--- config.mk ---
export PLATFORM = sky130hd
export DESIGN_NAME = banked_counting_filter
export DESIGN_NICKNAME = d
export VERILOG_FILES = /design/src/logic/filter_pkg.sv /design/src/logic/remove_queue.sv /design/src/logic/bank_router.sv /design/src/logic/counter_bank.sv /design/src/logic/result_select.sv /design/src/logic/banked_counting_filter.sv
export VERILOG_INCLUDE_DIRS = /design/src /design/src/include
export SDC_FILE = /design/constraint.sdc
export NUM_CORES = 1
export LEC_CHECK = 0
export BUFFER_PORTS_ARGS = -buffer_cell sky130_fd_sc_hd__buf_2
export CORE_MARGIN = 1.5
export CORE_UTILIZATION = 45
export CTS_CLUSTER_SIZE = 10
export DETAILED_ROUTE_END_ITERATION = 7
export MAX_ROUTING_LAYER = met4
export SLEW_MARGIN = 5
export SYNTH_ARGS = -nofsm -noshare
export SYNTH_HDL_FRONTEND = slang
export SYNTH_HIERARCHICAL = 1
export SYNTH_SLANG_ARGS = --single-unit
--- constraint.sdc ---
create_clock -name clk -period 6.8 [get_ports clk]
set_clock_uncertainty 0.1 [all_clocks]
set_input_delay 0.34 -clock clk [delete_from_list [all_inputs] [get_ports clk]]
set_output_delay 0.34 -clock clk [all_outputs]
set_load 0.05 [all_outputs]
--- src/include/filter_params.svh ---
// ==============================
// Banked counting filter sizes
// Bank count, bucket geometry and remove queue limits
// ==============================

`ifndef FILTER_PARAMS_SVH
`define FILTER_PARAMS_SVH

// Log2 of the bank count, so the number of banks is always a power of two
`define FILTER_N_BANKS_RADIX 2

// Total buckets over all banks
`define FILTER_N_BUCKETS 64

// Width of one bucket counter
`define FILTER_BITS_PER_BUCKET 4

// Remove queue depth and the free-entry level that raises almost-full
`define FILTER_REMOVE_DEPTH 8
`define FILTER_REMOVE_THRESHOLD 2

`endif

--- src/logic/filter_pkg.sv ---
// ==============================
// Banked counting filter types
// Index, value and per-bank command encodings
// ==============================

`include "filter_params.svh"

package filter_pkg;

    // ==============================
    // Scalar types
    // ==============================

    // Global bucket index as seen by clients
    typedef logic [$clog2(`FILTER_N_BUCKETS)-1:0] bucket_idx_t;

    // Bank number, taken from the low bits of a bucket index
    typedef logic [`FILTER_N_BANKS_RADIX-1:0] bank_idx_t;

    // Bucket index within one bank
    typedef logic [$clog2(`FILTER_N_BUCKETS)-`FILTER_N_BANKS_RADIX-1:0] bank_bucket_t;

    // Counter value held in each bucket
    typedef logic [`FILTER_BITS_PER_BUCKET-1:0] bucket_value_t;

    // ==============================
    // Index decoding
    // ==============================

    // Split view of a bucket index with the bank in the low bits
    typedef struct packed {
        bank_bucket_t bucket;
        bank_idx_t    bank;
    } bucket_split_t;

    // The same index word read either whole or as bank plus bank bucket
    typedef union packed {
        bucket_idx_t   idx;
        bucket_split_t split;
    } bucket_word_u;

    // ==============================
    // Bank commands
    // ==============================

    // One bank's update slot for the cycle
    // A clear is_insert means the update is a removal
    typedef struct packed {
        logic         en;
        logic         is_insert;
        bank_bucket_t bucket;
    } bank_update_t;

    // Test lookups broadcast to every bank
    typedef struct packed {
        bank_bucket_t value_bucket;
        bank_bucket_t zero_bucket;
    } bank_test_t;

endpackage

--- src/logic/remove_queue.sv ---
// ==============================
// Remove queue
// Circular FIFO of removal requests waiting for a bank update slot
// ==============================

`timescale 1ns/1ps
`include "filter_params.svh"

module remove_queue
(
    input  logic                    clk,
    input  logic                    reset,
    input  logic                    enq_en,
    input  filter_pkg::bucket_idx_t enq_data,
    input  logic                    deq,
    output filter_pkg::bucket_idx_t head,
    output logic                    valid,
    output logic                    not_full,
    output logic                    almost_full
);

    localparam int DEPTH = `FILTER_REMOVE_DEPTH;
    localparam int THRESHOLD = `FILTER_REMOVE_THRESHOLD;
    localparam int PTR_W = $clog2(DEPTH);
    localparam int CNT_W = $clog2(DEPTH + 1);

    // Entry storage
    filter_pkg::bucket_idx_t entries [DEPTH];

    logic [PTR_W-1:0] rd_ptr;
    logic [PTR_W-1:0] wr_ptr;
    // Occupancy, wide enough to hold DEPTH itself
    logic [CNT_W-1:0] count;

    // Pointer advance with explicit wrap so DEPTH need not be a power of two
    function automatic logic [PTR_W-1:0] ptr_next(input logic [PTR_W-1:0] ptr);
        if (ptr == PTR_W'(DEPTH - 1))
        begin
            return '0;
        end
        return ptr + 1'b1;
    endfunction

    always_ff @(posedge clk)
    begin
        if (enq_en)
        begin
            entries[wr_ptr] <= enq_data;
        end
    end

    always_ff @(posedge clk)
    begin
        if (reset)
        begin
            rd_ptr <= '0;
            wr_ptr <= '0;
            count <= '0;
        end
        else
        begin
            if (enq_en)
            begin
                wr_ptr <= ptr_next(wr_ptr);
            end
            if (deq)
            begin
                rd_ptr <= ptr_next(rd_ptr);
            end
            // Count only moves when exactly one side is active
            case ({enq_en, deq})
                2'b10:   count <= count + 1'b1;
                2'b01:   count <= count - 1'b1;
                default: count <= count;
            endcase
        end
    end

    // The head is read straight from storage, so a new entry shows the cycle after its write
    assign head = entries[rd_ptr];
    assign valid = (count != '0);
    assign not_full = (count != CNT_W'(DEPTH));
    assign almost_full = ((CNT_W'(DEPTH) - count) <= CNT_W'(THRESHOLD));

    // The client must watch not_full before pushing another removal
    assert property (@(posedge clk) disable iff (reset) enq_en |-> not_full)
        else $error("remove_queue: enqueue while full");

    // The router may only grant the head when the queue holds one
    assert property (@(posedge clk) disable iff (reset) deq |-> valid)
        else $error("remove_queue: dequeue while empty");

endmodule

--- src/logic/bank_router.sv ---
// ==============================
// Bank router
// Splits requests by bank and grants the remove head a free update slot
// ==============================

`timescale 1ns/1ps
`include "filter_params.svh"

module bank_router
#(
    parameter int N_BANKS = 1 << `FILTER_N_BANKS_RADIX
)
(
    input  logic                     insert_en,
    input  filter_pkg::bucket_idx_t  insert,
    input  filter_pkg::bucket_idx_t  head,
    input  filter_pkg::bucket_idx_t  test_value_req,
    input  filter_pkg::bucket_idx_t  test_is_zero_req,
    input  logic                     head_valid,
    output logic                     deq,
    output filter_pkg::bank_update_t upd [N_BANKS],
    output filter_pkg::bank_test_t   tests
);

    // Each incoming index viewed through the bank split
    filter_pkg::bucket_word_u insert_w;
    filter_pkg::bucket_word_u head_w;
    filter_pkg::bucket_word_u value_w;
    filter_pkg::bucket_word_u zero_w;

    always_comb
    begin
        insert_w.idx = insert;
        head_w.idx = head;
        value_w.idx = test_value_req;
        zero_w.idx = test_is_zero_req;
    end

    // ==============================
    // Update slot arbitration
    // ==============================

    always_comb
    begin
        // Insertion owns its bank's slot, so the head waits only on a bank clash
        deq = head_valid &&
              !(insert_en && (insert_w.split.bank == head_w.split.bank));

        for (int b = 0; b < N_BANKS; b++)
        begin
            upd[b] = '0;
            if (insert_en && (insert_w.split.bank == filter_pkg::bank_idx_t'(b)))
            begin
                upd[b].en = 1'b1;
                upd[b].is_insert = 1'b1;
                upd[b].bucket = insert_w.split.bucket;
            end
            else if (deq && (head_w.split.bank == filter_pkg::bank_idx_t'(b)))
            begin
                upd[b].en = 1'b1;
                upd[b].is_insert = 1'b0;
                upd[b].bucket = head_w.split.bucket;
            end
        end
    end

    // ==============================
    // Test broadcast
    // ==============================

    // Every bank looks up the same bank bucket and the selector picks the right one later
    always_comb
    begin
        tests.value_bucket = value_w.split.bucket;
        tests.zero_bucket = zero_w.split.bucket;
    end

endmodule

--- src/logic/counter_bank.sv ---
// ==============================
// Counter bank
// Read-modify-write counter memory with bypassed test ports
// ==============================

`timescale 1ns/1ps

module counter_bank
(
    input  logic                      clk,
    input  logic                      reset,
    input  filter_pkg::bank_update_t  upd,
    input  filter_pkg::bank_test_t    tests,
    output filter_pkg::bucket_value_t value,
    output logic                      is_zero
);

    localparam int N_ENTRIES = 2 ** $bits(filter_pkg::bank_bucket_t);
    // Copy 0 serves updates, copy 1 the value test and copy 2 the zero test
    localparam int N_COPIES = 3;
    localparam int N_TEST_PORTS = 2;

    // A test port's pending bypass
    typedef struct packed {
        logic                      hit;
        filter_pkg::bucket_value_t val;
    } bypass_t;

    // Write port shared by all copies
    logic                      wr_en;
    filter_pkg::bank_bucket_t  wr_idx;
    filter_pkg::bucket_value_t wr_val;

    filter_pkg::bank_bucket_t  rd_idx [N_COPIES];
    filter_pkg::bucket_value_t rd_val [N_COPIES];

    // ==============================
    // Counter memories
    // ==============================

    for (genvar c = 0; c < N_COPIES; c++)
    begin : copy
        filter_pkg::bucket_value_t mem [N_ENTRIES];
        filter_pkg::bucket_value_t rd_data;

        // Counters start at zero and the read returns the value before a same-cycle write
        always_ff @(posedge clk)
        begin
            if (reset)
            begin
                for (int i = 0; i < N_ENTRIES; i++)
                begin
                    mem[i] <= '0;
                end
            end
            else if (wr_en)
            begin
                mem[wr_idx] <= wr_val;
            end
            rd_data <= mem[rd_idx[c]];
        end

        assign rd_val[c] = rd_data;
    end

    assign rd_idx[0] = upd.bucket;
    assign rd_idx[1] = tests.value_bucket;
    assign rd_idx[2] = tests.zero_bucket;

    // ==============================
    // Update pipeline
    // ==============================

    // Stage 1 holds the read in flight, stage 2 writes, and stage 3 is the write just done
    filter_pkg::bank_update_t upd_q [1:3];

    always_ff @(posedge clk)
    begin
        if (reset)
        begin
            upd_q[1] <= '0;
            upd_q[2] <= '0;
            upd_q[3] <= '0;
        end
        else
        begin
            upd_q[1] <= upd;
            upd_q[2] <= upd_q[1];
            upd_q[3] <= upd_q[2];
        end
    end

    // Contribution of one update to the running delta
    function automatic logic signed [2:0] step(input logic hit, input logic is_insert);
        if (!hit)
        begin
            return 3'sd0;
        end
        return is_insert ? 3'sd1 : -3'sd1;
    endfunction

    logic signed [2:0]         delta;
    filter_pkg::bucket_value_t new_val;

    // The read for stage 1 misses the writes of stages 2 and 3, so those are folded in here
    always_comb
    begin
        delta = step(1'b1, upd_q[1].is_insert)
              + step(upd_q[2].en && (upd_q[2].bucket == upd_q[1].bucket), upd_q[2].is_insert)
              + step(upd_q[3].en && (upd_q[3].bucket == upd_q[1].bucket), upd_q[3].is_insert);
        new_val = rd_val[0] + filter_pkg::bucket_value_t'(delta);
    end

    always_ff @(posedge clk)
    begin
        wr_val <= new_val;
    end

    assign wr_en = upd_q[2].en;
    assign wr_idx = upd_q[2].bucket;

    // ==============================
    // Test read ports
    // ==============================

    filter_pkg::bucket_value_t test_result [N_TEST_PORTS];

    for (genvar p = 0; p < N_TEST_PORTS; p++)
    begin : port
        filter_pkg::bank_bucket_t  idx [0:1];
        bypass_t                   byp [0:2];
        filter_pkg::bucket_value_t mem_q;

        assign idx[0] = rd_idx[p + 1];
        // A write in the request cycle lands too late for the memory read
        assign byp[0] = '{hit: wr_en && (idx[0] == wr_idx), val: wr_val};

        always_ff @(posedge clk)
        begin
            idx[1] <= idx[0];
            byp[1] <= byp[0];
            // A newer write to the same bucket replaces any older bypass
            if (wr_en && (idx[1] == wr_idx))
            begin
                byp[2] <= '{hit: 1'b1, val: wr_val};
            end
            else
            begin
                byp[2] <= byp[1];
            end
            mem_q <= rd_val[p + 1];
        end

        assign test_result[p] = byp[2].hit ? byp[2].val : mem_q;
    end

    assign value = test_result[0];
    assign is_zero = (test_result[1] == '0);

    // An insert that wraps to zero means the counter was already full
    assert property (@(posedge clk) disable iff (reset)
        (wr_en && upd_q[2].is_insert) |-> (wr_val != '0))
        else $error("counter_bank: insert overflowed bucket %0d", wr_idx);

    // A removal that wraps to all ones means the counter was already zero
    assert property (@(posedge clk) disable iff (reset)
        (wr_en && !upd_q[2].is_insert) |-> (wr_val != '1))
        else $error("counter_bank: remove underflowed bucket %0d", wr_idx);

endmodule

--- src/logic/result_select.sv ---
// ==============================
// Result selector
// Picks each test's answer from the bank that served it
// ==============================

`timescale 1ns/1ps
`include "filter_params.svh"

module result_select
#(
    parameter int N_BANKS = 1 << `FILTER_N_BANKS_RADIX
)
(
    input  logic                      clk,
    input  filter_pkg::bucket_idx_t   test_value_req,
    input  filter_pkg::bucket_idx_t   test_is_zero_req,
    input  filter_pkg::bucket_value_t value [N_BANKS],
    input  logic                      is_zero [N_BANKS],
    output filter_pkg::bucket_value_t test_value,
    output logic                      test_is_zero
);

    // Bank numbers of the two tests issued in one cycle
    typedef struct packed {
        filter_pkg::bank_idx_t value_bank;
        filter_pkg::bank_idx_t zero_bank;
    } bank_pair_t;

    filter_pkg::bucket_word_u value_w;
    filter_pkg::bucket_word_u zero_w;
    bank_pair_t               sel [0:2];

    always_comb
    begin
        value_w.idx = test_value_req;
        zero_w.idx = test_is_zero_req;
    end

    assign sel[0] = '{value_bank: value_w.split.bank, zero_bank: zero_w.split.bank};

    // Two stages to line up with the bank read latency
    always_ff @(posedge clk)
    begin
        sel[1] <= sel[0];
        sel[2] <= sel[1];
    end

    assign test_value = value[sel[2].value_bank];
    assign test_is_zero = is_zero[sel[2].zero_bank];

endmodule

--- src/logic/banked_counting_filter.sv ---
// ==============================
// Banked counting filter
// Remove queue, bank router, counter banks and result selector
// ==============================

`timescale 1ns/1ps
`include "filter_params.svh"

module banked_counting_filter
(
    input  logic                      clk,
    input  logic                      reset,
    input  logic                      insert_en,
    input  logic                      remove_en,
    input  filter_pkg::bucket_idx_t   insert,
    input  filter_pkg::bucket_idx_t   remove,
    input  filter_pkg::bucket_idx_t   test_value_req,
    input  filter_pkg::bucket_idx_t   test_is_zero_req,
    output filter_pkg::bucket_value_t test_value,
    output logic                      test_is_zero,
    output logic                      remove_not_full,
    output logic                      remove_almost_full
);

    localparam int N_BANKS = 1 << `FILTER_N_BANKS_RADIX;

    // Queue head and its grant
    filter_pkg::bucket_idx_t   remove_head;
    logic                      remove_valid;
    logic                      remove_deq;

    // Per-bank commands and results
    filter_pkg::bank_update_t  upd [N_BANKS];
    filter_pkg::bank_test_t    tests;
    filter_pkg::bucket_value_t bank_value [N_BANKS];
    logic                      bank_is_zero [N_BANKS];

    remove_queue remove_queue_i
    (
        .clk         (clk),
        .reset       (reset),
        .enq_en      (remove_en),
        .enq_data    (remove),
        .deq         (remove_deq),
        .head        (remove_head),
        .valid       (remove_valid),
        .not_full    (remove_not_full),
        .almost_full (remove_almost_full)
    );

    bank_router #(.N_BANKS(N_BANKS)) bank_router_i
    (
        .insert_en        (insert_en),
        .insert           (insert),
        .head             (remove_head),
        .test_value_req   (test_value_req),
        .test_is_zero_req (test_is_zero_req),
        .head_valid       (remove_valid),
        .deq              (remove_deq),
        .upd              (upd),
        .tests            (tests)
    );

    // One bank per value of the low index bits
    for (genvar b = 0; b < N_BANKS; b++)
    begin : bank
        counter_bank counter_bank_i
        (
            .clk     (clk),
            .reset   (reset),
            .upd     (upd[b]),
            .tests   (tests),
            .value   (bank_value[b]),
            .is_zero (bank_is_zero[b])
        );
    end

    result_select #(.N_BANKS(N_BANKS)) result_select_i
    (
        .clk              (clk),
        .test_value_req   (test_value_req),
        .test_is_zero_req (test_is_zero_req),
        .value            (bank_value),
        .is_zero          (bank_is_zero),
        .test_value       (test_value),
        .test_is_zero     (test_is_zero)
    );

endmodule

==> flow_summary_export.csv, run 1 <==
group,metric,value,unit
sta,maxSlewHeadroom,20.29,%
detailed_routing,ant_nets,0,
cts,cts.reportedPaths.clkPinSlew,0.06,ns
pwr,p_int,7168,uW
floorplanning,core-area,0.06297,mm2
floorplanning,rows,92,
pwr,p_seq_share,46.9,%
final_layout,fin_cells,2971,
run_status,status,"completed",
detailed_routing,detail_route.first_pass.iterations,7,
place,dp_hpwl,44790,um
yosys,seq_area_frac_synth,51.82,%
critical_path,crit_arrival,4.58,ns
grt,grt_pass1_vias,16990,
yosys,synth_cells,2063,
critical_path,setup.worst_path.end_class,"flop",
pwr,clkPwrFrac,34.3,%
pwr,p_sw,3002,uW
cts,cts_buffer_depth,3,
yosys,async_flop_share,0,%
place,port_buffers,34,
place,post-place-ws,2.554,ns
detailed_routing,totalWireLength,67650,um
place,dp_cells,2830,
yosys,synth_area_leader_cell,"edfxtp_1",
floorplanning,die-area,0.06513,mm2
yosys,syn_nets,2128,
critical_path,path_class,"reg2reg",
sta,finalSetupViolations,0,
sta,setup_slack,2.597,ns
yosys,synth-seq-cells,589,
critical_path,worstSetupStartpointType,"flop",
yosys,synthTopCellsByArea,"edfxtp_1 (32%), dfxtp_1 (20%), mux4_1 (9.2%), mux4_2 (8.6%), and2_1 (5.6%)",
critical_path,critPathMaxFanout,17,
yosys,syn_area_per_cell,13.88,um2
sta,hold_viol,0,
pwr,ir_drop,241.6,uV
detailed_routing,route.detailed.drc,0,
place,place.gp.congestion,0.8527,
pwr,p_leak,0.01191,uW
grt,grt_max_degree,59,
floorplanning,die_x,255.2,um
cts,cts_tree,"yes",
final_layout,nNetsFinal,2133,
sta,fmax,237.9,MHz
critical_path,critPathRequiredTime,7.18,ns
cts,root_buffer,"clkbuf_16",
yosys,synth_edf_count,304,
grt,grt_use_total,21.79,%
detailed_routing,vias,16820,
sta,slew_viol_final,0,
floorplanning,ios,35,
detailed_routing,first_iter_violations,1311,
yosys,synth.top_cell.area_share,31.89,%
cts,cts.htree.levels,3,
cts,cts_made_buffers,71,
yosys,yosysUniqueCellTypes,56,
hold_path,min_path_type,"in2reg",
grt,grt_pass1_wl,102800,um
detailed_routing,wl_per_cell,22.77,um
sta,worst_slew_pin_slew,1.196,ns
cts,clk_latency,0.61,ns
cts,numClockSinks,589,
yosys,yosys_warnings,6,
grt,antenna_found_initial,11,
floorplanning,die_y,255.2,um
pwr,pwr-share-comb,18.7,%
yosys,netlist_top_cells_count,"edfxtp_1 (304), dfxtp_1 (285), and2_1 (256), nand3_1 (110), mux4_2 (109)",
sta,timing.final.crit_share,61.81,%
grt,overflow,0,
pwr,powerDensity,324.2,mW/mm2
job,max_cap_violations,0,
yosys,yosysMostFrequentCell,"edfxtp_1",
sta,fin_tns_setup,0,ns
yosys,synth_ff_type,"edfxtp_1",
floorplanning,initial_core_util,45.46,%
detailed_routing,vias_per_cell,5.662,
pwr,p_sw_share,29.51,%
sta,grt_setup_unrepaired,"false",
yosys,synthesis.area,0.02862,mm2
final_layout,area_delta_synth_final,9.590,%
sta,fin_crit,4.203,ns
final_layout,drive_gt1_share,19.93,%
layout by cell type (no fill, tap or decap), types with 5 or more instances in the layout:
| cell | n |
|---|---|
| or2_2 | 72 |
| clkbuf_16 | 73 |
| mux4_2 | 109 |
| o31ai_2 | 6 |
| nand3_1 | 110 |
| buf_4 | 26 |
| nand2b_1 | 15 |
| nand2_1 | 77 |
| xor2_1 | 82 |
| nor2_2 | 9 |
| dlygate4sd3_1 | 11 |
| nor3_1 | 24 |
| nand3b_1 | 7 |
| nor2b_1 | 87 |
| inv_1 | 18 |
| clkbuf_1 | 38 |
| nor2_1 | 82 |
| a21o_1 | 6 |
| edfxtp_1 | 304 |
| mux4_1 | 100 |
| dfxtp_1 | 285 |
| nor4_4 | 8 |
| nor4_1 | 8 |
| nand4b_1 | 8 |
| diode_2 | 8 |
| ha_1 | 29 |
| mux2i_1 | 5 |
| fa_1 | 8 |
| and2_1 | 256 |
| mux2_2 | 55 |
| a22oi_1 | 48 |
| and2b_1 | 8 |
| buf_2 | 31 |
| xnor2_1 | 40 |
| a21oi_1 | 10 |
worst paths after layout:
kind                                                           from                                                end  slack [ns]  cells past startpoint
setup / recovery                                               flop  bank[2].counter_bank_i/copy[0].rd_data[1]$_DFF_P_        2.60                      7
hold / removal                                                reset     bank[1].counter_bank_i/upd_q[0][10]$_SDFF_PP0_        0.11                      2
setup reg to reg                                               flop  bank[2].counter_bank_i/copy[0].rd_data[1]$_DFF_P_        2.60                      7
hold reg to reg   bank[0].counter_bank_i/copy[2].rd_data[0]$_DFF_P_    bank[0].counter_bank_i/port[1].mem_q[0]$_DFF_P_        0.22                      0
power groups by stage:
stage	clock [uW]	combinational (uW)	sequential, uW
floorplan	0	1650	4420
detailed placement	0	1900	4850
global placement	0	1860	4840
global route	3680	2080	4840
CTS	3540	1920	4780
finish	3490	1910	4770
layer usage:
layer  vias to the layer above  routed length (um)  GRT usage [%]
li1                       7685                   -              -
met1                      8439               29500          28.62
met2                       558               32020          34.32
met3                       139                4222          4.139
met4                         0                1907          6.796
met5                         -                   0              -
cell type report:
class	count	area [um2]
Sequential cell	589	14830
Multi-Input combinational cell	1320	12830
Clock buffer	115	2024
Tap cell	846	1059
Fill cell	5433	31600
Inverter	18	67.56
Clock inverter	7	75.07
Antenna cell	8	20.02
Timing Repair Buffer	68	460.4
stage by stage:
step,utilization [%],power (uW),hold WS [ns],instance area (um2)
after floorplan,-,6076,0.2096,28630
after global placement,46.28,6707,0.2104,29140
after detailed placement,46.28,6751,0.2132,29140
after CTS,49.79,10250,0.07464,31350
after global routing,49.82,10600,0.1230,31370
final,49.82,10170,0.1063,31370
kinds of logic (layout without fill, tap and decap cells):
logic type	after synthesis	in the layout	synth area share [%]
flops	589	589	51.82
xor+xnor	122	122	3.733
fa+ha+maj	37	37	1.827
simple gates	800	800	16.45
compound gates	92	92	2.513
mux	269	269	20.09
buf+inv	154	208	3.562
other cells	0	8	0
timing repair:
item / CTS / global route
hold buffers: 11 / 0
gates resized for setup: 0 / 0
setup buffers: 0 / 0
endpoints found under the hold margin: 54 / 0
flip-flops by register name, indices dropped and copies added (netlist names), 8 cells and up, named ones only:
name and count:
bank.counter_bank_i/copy.mem 256, bank.counter_bank_i/copy.rd_data 48, bank.counter_bank_i/port.byp 64, bank.counter_bank_i/port.idx 32, bank.counter_bank_i/port.mem_q 32, bank.counter_bank_i/upd_q 72
bank.counter_bank_i/wr_val 16, remove_queue_i/entries 48, result_select_i/sel 8
critical path, cell delays in order, from the launching register on:
cell,delay (ns)
dfxtp_1,0.70
mux4_1,0.63
mux2_2,0.38
nand2b_1,0.28
o31ai_4,1.02
mux4_2,0.63
a22oi_1,0.22
nand3_1,0.11
No activity file was read; power rests on OpenSTA's default activity.
==> inputs of run 2 (changes only) <==
==> constraint.sdc (replaced) <==
create_clock -name clk -period 4.1 [get_ports clk]
set_clock_uncertainty 0.1 [all_clocks]
set_input_delay 0.205 -clock clk [delete_from_list [all_inputs] [get_ports clk]]
set_output_delay 0.205 -clock clk [all_outputs]
set_load 0.05 [all_outputs]
==> flow_summary_export.csv, run 2 (synthesized netlist as in run 1, its figures left out) <==
group,metric,value,unit
run_status,status,"completed",
critical_path,path_class,"reg2reg",
final_layout,area_delta_synth_final,10.47,%
critical_path,r2r_cells,11,
floorplanning,die_x,255.2,um
detailed_routing,ant_nets,0,
detailed_routing,route.detailed.drc,0,
grt,grt_max_degree,59,
hold_path,worstHoldPathCells,2,
pwr,ir_drop,414.7,uV
critical_path,crit_path_max_incr_delay,0.57,ns
floorplanning,initial_core_util,45.46,%
cts,cts_tree,"yes",
critical_path,slowest_stage,"mux4_1",
sta,fmax,300.1,MHz
cts,clk_latency,0.60,ns
critical_path,critPathMaxFanout,9,
sta,timing.final.crit_share,81.27,%
critical_path,path_cells,"mux4_1 -> mux2_2 -> xnor2_1 -> a31oi_1 -> ha_1 -> xor2_1 -> ha_1 -> a21oi_1 -> xnor2_1 -> or3_1 -> a21oi_1",
final_layout,fillers,5359,
floorplanning,ios,35,
sta,grt_setup_unrepaired,"false",
detailed_routing,vias,17030,
grt,grt_use_total,21.98,%
pwr,p_leak,0.01205,uW
critical_path,setup.worst_path.end_class,"flop",
sta,holdWs,0.04524,ns
critical_path,reg2reg_to,"remove_queue_i/count[2]$_SDFFE_PP0P_",
final_layout,layout_commonest_cell,"edfxtp_1",
floorplanning,die-area,0.06513,mm2
hold_path,min_path_type,"in2reg",
grt,grt_pass1_wl,104000,um
cts,cts.reportedPaths.clkPinSlew,0.05,ns
job,max_cap_violations,0,
final_layout,largest_register_ffs,256,
sta,hold_viol,0,
place,dp_cells,2852,
final_layout,fin_cells,2996,
final_layout,drive_gt1_share,20.81,%
final_layout,top_register,"bank.counter_bank_i/copy.mem",
cts,cts_buffer_depth,3,
detailed_routing,vias_per_cell,5.685,
floorplanning,rows,92,
cts,numClockSinks,589,
place,port_buffers,34,
sta,finalSetupViolations,0,
cts,cts_made_buffers,71,
grt,grt_pass1_vias,17410,
hold_path,hp-start,"reset",
final_layout,top_regs,"bank.counter_bank_i/copy.mem (256), bank.counter_bank_i/upd_q (72), bank.counter_bank_i/port.byp (64)",
place,place.gp.congestion,0.8780,
pwr,powerDensity,534.8,mW/mm2
sta,maxSlewHeadroom,26.23,%
detailed_routing,wl_per_cell,22.74,um
detailed_routing,first_iter_violations,1336,
critical_path,regToRegSetupSlack,0.77,ns
critical_path,worstSetupStartpointType,"flop",
sta,fin_tns_setup,0,ns
sta,slew_viol_final,0,
final_layout,nNetsFinal,2157,
cts,root_buffer,"clkbuf_16",
cts,cts.htree.levels,3,
critical_path,critPathRequiredTime,4.52,ns
place,dp_hpwl,46210,um
floorplanning,core-area,0.06297,mm2
critical_path,crit_arrival,3.75,ns
detailed_routing,detail_route.first_pass.iterations,8,
grt,overflow,0,
sta,worst_slew_pin_slew,1.098,ns
hold_path,min_to,"bank[1].counter_bank_i/upd_q[0][10]$_SDFF_PP0_",
grt,antenna_found_initial,9,
sta,fin_crit,3.332,ns
detailed_routing,totalWireLength,68130,um
final_layout,final_cell_mix,"edfxtp_1 (304), dfxtp_1 (285), and2_1 (256)",
floorplanning,die_y,255.2,um
[run 2: cell type report]
type | instances | area, um2 | area share (%)
clock inverter | 7 | 53.80 | 0.1701
inverter | 18 | 67.56 | 0.2137
multi-input combinational | 1320 | 12830 | 40.57
clock buffer | 117 | 2052 | 6.489
antenna | 7 | 17.52 | 0.05540
tap | 846 | 1059 | 3.347
timing repair buffer | 92 | 708.2 | 2.240
sequential | 589 | 14830 | 46.91
[run 2: worst max-delay path by stage]
| stage | from | depth (start not counted) | to | slack, ns |
|---|---|---|---|---|
| floorplan | flop | 13 | remove_queue_i/count[2]$_SDFFE_PP0P_ | 0.75 |
| global placement | flop | 11 | remove_queue_i/count[2]$_SDFFE_PP0P_ | 0.85 |
| detailed placement | flop | 11 | remove_queue_i/count[2]$_SDFFE_PP0P_ | 0.75 |
| CTS | flop | 11 | remove_queue_i/count[2]$_SDFFE_PP0P_ | 0.73 |
| global route | flop | 11 | remove_queue_i/count[2]$_SDFFE_PP0P_ | 0.54 |
| finish | flop | 11 | remove_queue_i/count[2]$_SDFFE_PP0P_ | 0.77 |
[run 2: repair_timing]
action                                  4_1_cts  5_1_grt
hold buffers                                 13        0
buffers inserted                              0        0
gates resized for setup                       0        0
endpoints found under the setup margin        0        0
hold endpoints to repair                     57        0
[run 2: critical path: cells and delay by family (launching register included)]
family | cells | cell delay (ns)
AO/OA/AOI/OAI | 3 | 0.50
flip-flops | 1 | 0.44
AND/OR/NAND/NOR | 1 | 0.30
XOR/XNOR | 3 | 0.48
adder cells (fa/ha/maj) | 2 | 0.49
multiplexers | 2 | 0.95
[run 2: power breakdown]
part / leakage [uW] / total [uW] / switching [uW] / internal [uW]
sequential: 0.00544 / 7870 / 944 / 6930
combinational: 0.00559 / 3290 / 1690 / 1610
clock: 0.00102 / 5740 / 2340 / 3400
total: 0.0121 / 16900 / 4970 / 11900
[run 2: layer usage]
metal / vias to the layer above / part of all wire (%) / global-route usage [%]
met5: - / 0 / -
met4: 0 / 2.9 / 6.965
met3: 149 / 7.4 / 4.831
met2: 592 / 48 / 35.12
met1: 8549 / 42 / 27.92
li1: 7743 / - / -
[run 2: through the flow]
step	worst slack, ns	total power (uW)	utilization, %	instance area (um2)
global placement	0.8539	11220	46.64	29370
detailed placement	0.7520	11270	46.64	29370
CTS	0.7284	17050	50.19	31600
floorplan	0.7483	10080	-	28630
finish	0.7679	16910	50.22	31620
global route	0.5368	17660	50.22	31620
==> inputs of run 3 (changes only) <==
==> constraint.sdc (replaced) <==
create_clock -name clk -period 2.9 [get_ports clk]
set_clock_uncertainty 0.1 [all_clocks]
set_input_delay 0.145 -clock clk [delete_from_list [all_inputs] [get_ports clk]]
set_output_delay 0.145 -clock clk [all_outputs]
set_load 0.05 [all_outputs]
==> flow_summary_export.csv, run 3 (synthesized netlist as in run 1, its figures left out) <==
group,metric,value,unit
run_status,status,"complete, but fails checks",
run_status,violations,"negative setup slack",
critical_path,crit_arrival,3.43,ns
detailed_routing,detail_route.first_pass.iterations,5,
floorplanning,initial_core_util,45.46,%
final_layout,top_regs,"bank.counter_bank_i/copy.mem (256), bank.counter_bank_i/upd_q (72), bank.counter_bank_i/port.byp (64)",
detailed_routing,vias_per_cell,5.648,
place,postPlaceCellArea,0.03010,mm2
pwr,ir_drop,466.9,uV
floorplanning,rows,92,
place,dp_hpwl,49270,um
final_layout,stdcell_area,0.03324,mm2
critical_path,path_class,"reg2reg",
sta,slew_viol_final,0,
detailed_routing,vias,17620,
final_layout,utilization,52.78,%
critical_path,r2r_cells,12,
grt,grt_max_degree,73,
sta,fmax,333.4,MHz
place,place.gp.congestion,0.9134,
sta,grt_setup_unrepaired,"true",
grt,grt_pass1_wl,108000,um
floorplanning,die-area,0.06513,mm2
final_layout,top_register,"bank.counter_bank_i/copy.mem",
detailed_routing,totalWireLength,71530,um
hold_path,min_path_type,"in2reg",
cts,cts_tree,"yes",
critical_path,worstSetupStartpointType,"flop",
detailed_routing,first_iter_violations,1401,
cts,cts_made_buffers,71,
hold_path,hp-start,"insert[5]",
critical_path,crit_path_max_incr_delay,0.49,ns
cts,root_buffer,"clkbuf_16",
sta,holdWs,0.06792,ns
grt,grt_pass1_vias,17770,
grt,antenna_found_initial,10,
detailed_routing,ant_nets,0,
pwr,powerDensity,768.5,mW/mm2
critical_path,critPathMaxFanout,5,
critical_path,slowest_stage,"mux4_2",
final_layout,nNetsFinal,2279,
final_layout,largest_register_ffs,256,
critical_path,path_cells,"buf_6 -> mux4_2 -> mux2_4 -> xnor2_2 -> a31oi_4 -> ha_4 -> xor2_1 -> ha_2 -> a21oi_1 -> xnor2_1 -> or3_1 -> a21oi_1",
cts,clk_latency,0.62,ns
cts,cts.htree.levels,3,
cts,cts.reportedPaths.clkPinSlew,0.06,ns
critical_path,reg2reg_to,"remove_queue_i/count[2]$_SDFFE_PP0P_",
sta,timing.final.crit_share,103.4,%
grt,overflow,0,
sta,finalSetupViolations,10,
final_layout,final_cell_mix,"edfxtp_1 (304), dfxtp_1 (274), and2_1 (256)",
detailed_routing,route.detailed.drc,0,
grt,grt_use_total,22.97,%
place,port_buffers,34,
pwr,p_leak,0.01282,uW
floorplanning,die_x,255.2,um
floorplanning,die_y,255.2,um
critical_path,path_buf_inv,1,
critical_path,crit_path_frequent_cell,"a21oi_1",
sta,worst_slew_pin_slew,0.9223,ns
job,max_cap_violations,0,
final_layout,fillers,5213,
floorplanning,core-area,0.06297,mm2
final_layout,layout_commonest_cell,"edfxtp_1",
pwr,power,25540,uW
final_layout,area_delta_synth_final,16.11,%
critical_path,setup.worst_path.end_class,"flop",
detailed_routing,wl_per_cell,22.93,um
critical_path,regToRegSetupSlack,-0.1,ns
final_layout,drive_gt1_share,28.70,%
place,post-place-ws,-0.4585,ns
floorplanning,ios,35,
cts,cts_buffer_depth,3,
cts,numClockSinks,589,
sta,maxSlewHeadroom,38.43,%
critical_path,critPathRequiredTime,3.33,ns
critical_path,cp.depth,12,
critical_path,crit_family,"multiplexers",
final_layout,multiInputGateArea,0.01328,mm2
sta,fin_crit,2.999,ns
sta,hold_viol,0,
critical_path,endpoint,"remove_queue_i/count[2]$_SDFFE_PP0P_",
sta,setup_slack,-0.09911,ns
final_layout,final-seq-area,0.01485,mm2
==> run 3: cell count changes in the layout (fill, tap and decap cells not counted), moves of 10 or more <==
cell / previous run / this run
buf_4: 43 / 137
dfxtp_1: 285 / 274
nand3_2: 0 / 11
nand3_1: 110 / 99
a22oi_2: 1 / 14
a22oi_1: 48 / 35
buf_6: 0 / 11
dfxtp_2: 0 / 10
==> run 3: report_power, final <==
part / switching, uW / total, uW / leakage (uW) / internal [uW]
combinational: 2970 / 6260 / 0.00635 / 3290
clock: 3410 / 8200 / 0.00103 / 4790
sequential: 1270 / 11100 / 0.00545 / 9810
total: 7650 / 25500 / 0.0128 / 17900
==> run 3: worst register-to-register path, cell delays in order, from the launching register on <==
cell	delay (ns)
dfxtp_4	0.37
buf_6	0.12
mux4_2	0.49
mux2_4	0.34
xnor2_2	0.16
a31oi_4	0.22
ha_4	0.19
xor2_1	0.15
ha_2	0.18
a21oi_1	0.04
xnor2_1	0.13
or3_1	0.31
a21oi_1	0.12
==> run 3: timing repair <==
action | in CTS | in global routing
gates resized for setup | 57 | 44
setup endpoints to repair | 26 | 24
hold endpoints to repair | 90 | 0
hold buffers | 18 | 0
gates cloned | 3 | 2
buffers inserted | 26 | 8
pin swaps | 47 | 29
==> run 3: final cells by class <==
cell class / instances / area share [%]
repair buffers: 214 / 5.508
clock buffers: 118 / 6.118
diodes: 6 / 0.04518
clock inverters: 9 / 0.3049
flip-flops and latches: 589 / 44.68
multi-input cells: 1320 / 39.95
inverters: 18 / 0.2033
well taps: 846 / 3.185
==> run 3: worst min-delay path by stage <==
| stage | end | slack, ns | depth (start not counted) |
|---|---|---|---|
| after floorplan | result_select_i/sel[4]$_DFF_P_ | 0.07 | 0 |
| after global placement | result_select_i/sel[7]$_DFF_P_ | 0.15 | 1 |
| after detailed placement | result_select_i/sel[5]$_DFF_P_ | 0.15 | 1 |
| after CTS | bank[1].counter_bank_i/upd_q[0][3]$_SDFF_PP0_ | 0.03 | 5 |
| after global routing | bank[0].counter_bank_i/copy[1].rd_data[3]$_DFF_P_ | 0.05 | 3 |
| final | bank[1].counter_bank_i/upd_q[0][3]$_SDFF_PP0_ | 0.07 | 5 |
==> run 3: layer usage <==
| metal | vias to the layer above | GRT usage [%] | share of wire, % |
|---|---|---|---|
| li1 | 7997 | - | - |
| met5 | - | - | 0 |
| met4 | 0 | 6.678 | 2.7 |
| met1 | 8876 | 29.89 | 43 |
| met2 | 610 | 36.68 | 48 |
| met3 | 139 | 4.414 | 6.1 |
==> run 3: per-stage QoR <==
| step | TNS, ns | instances |
|---|---|---|
| after floorplan | -0.7454 | 2063 |
| after global placement | -4.957 | 2932 |
| after detailed placement | -6.710 | 2932 |
| after CTS | -0.7778 | 3105 |
| after global routing | -2.490 | 3120 |
| final | -0.6886 | 3120 |
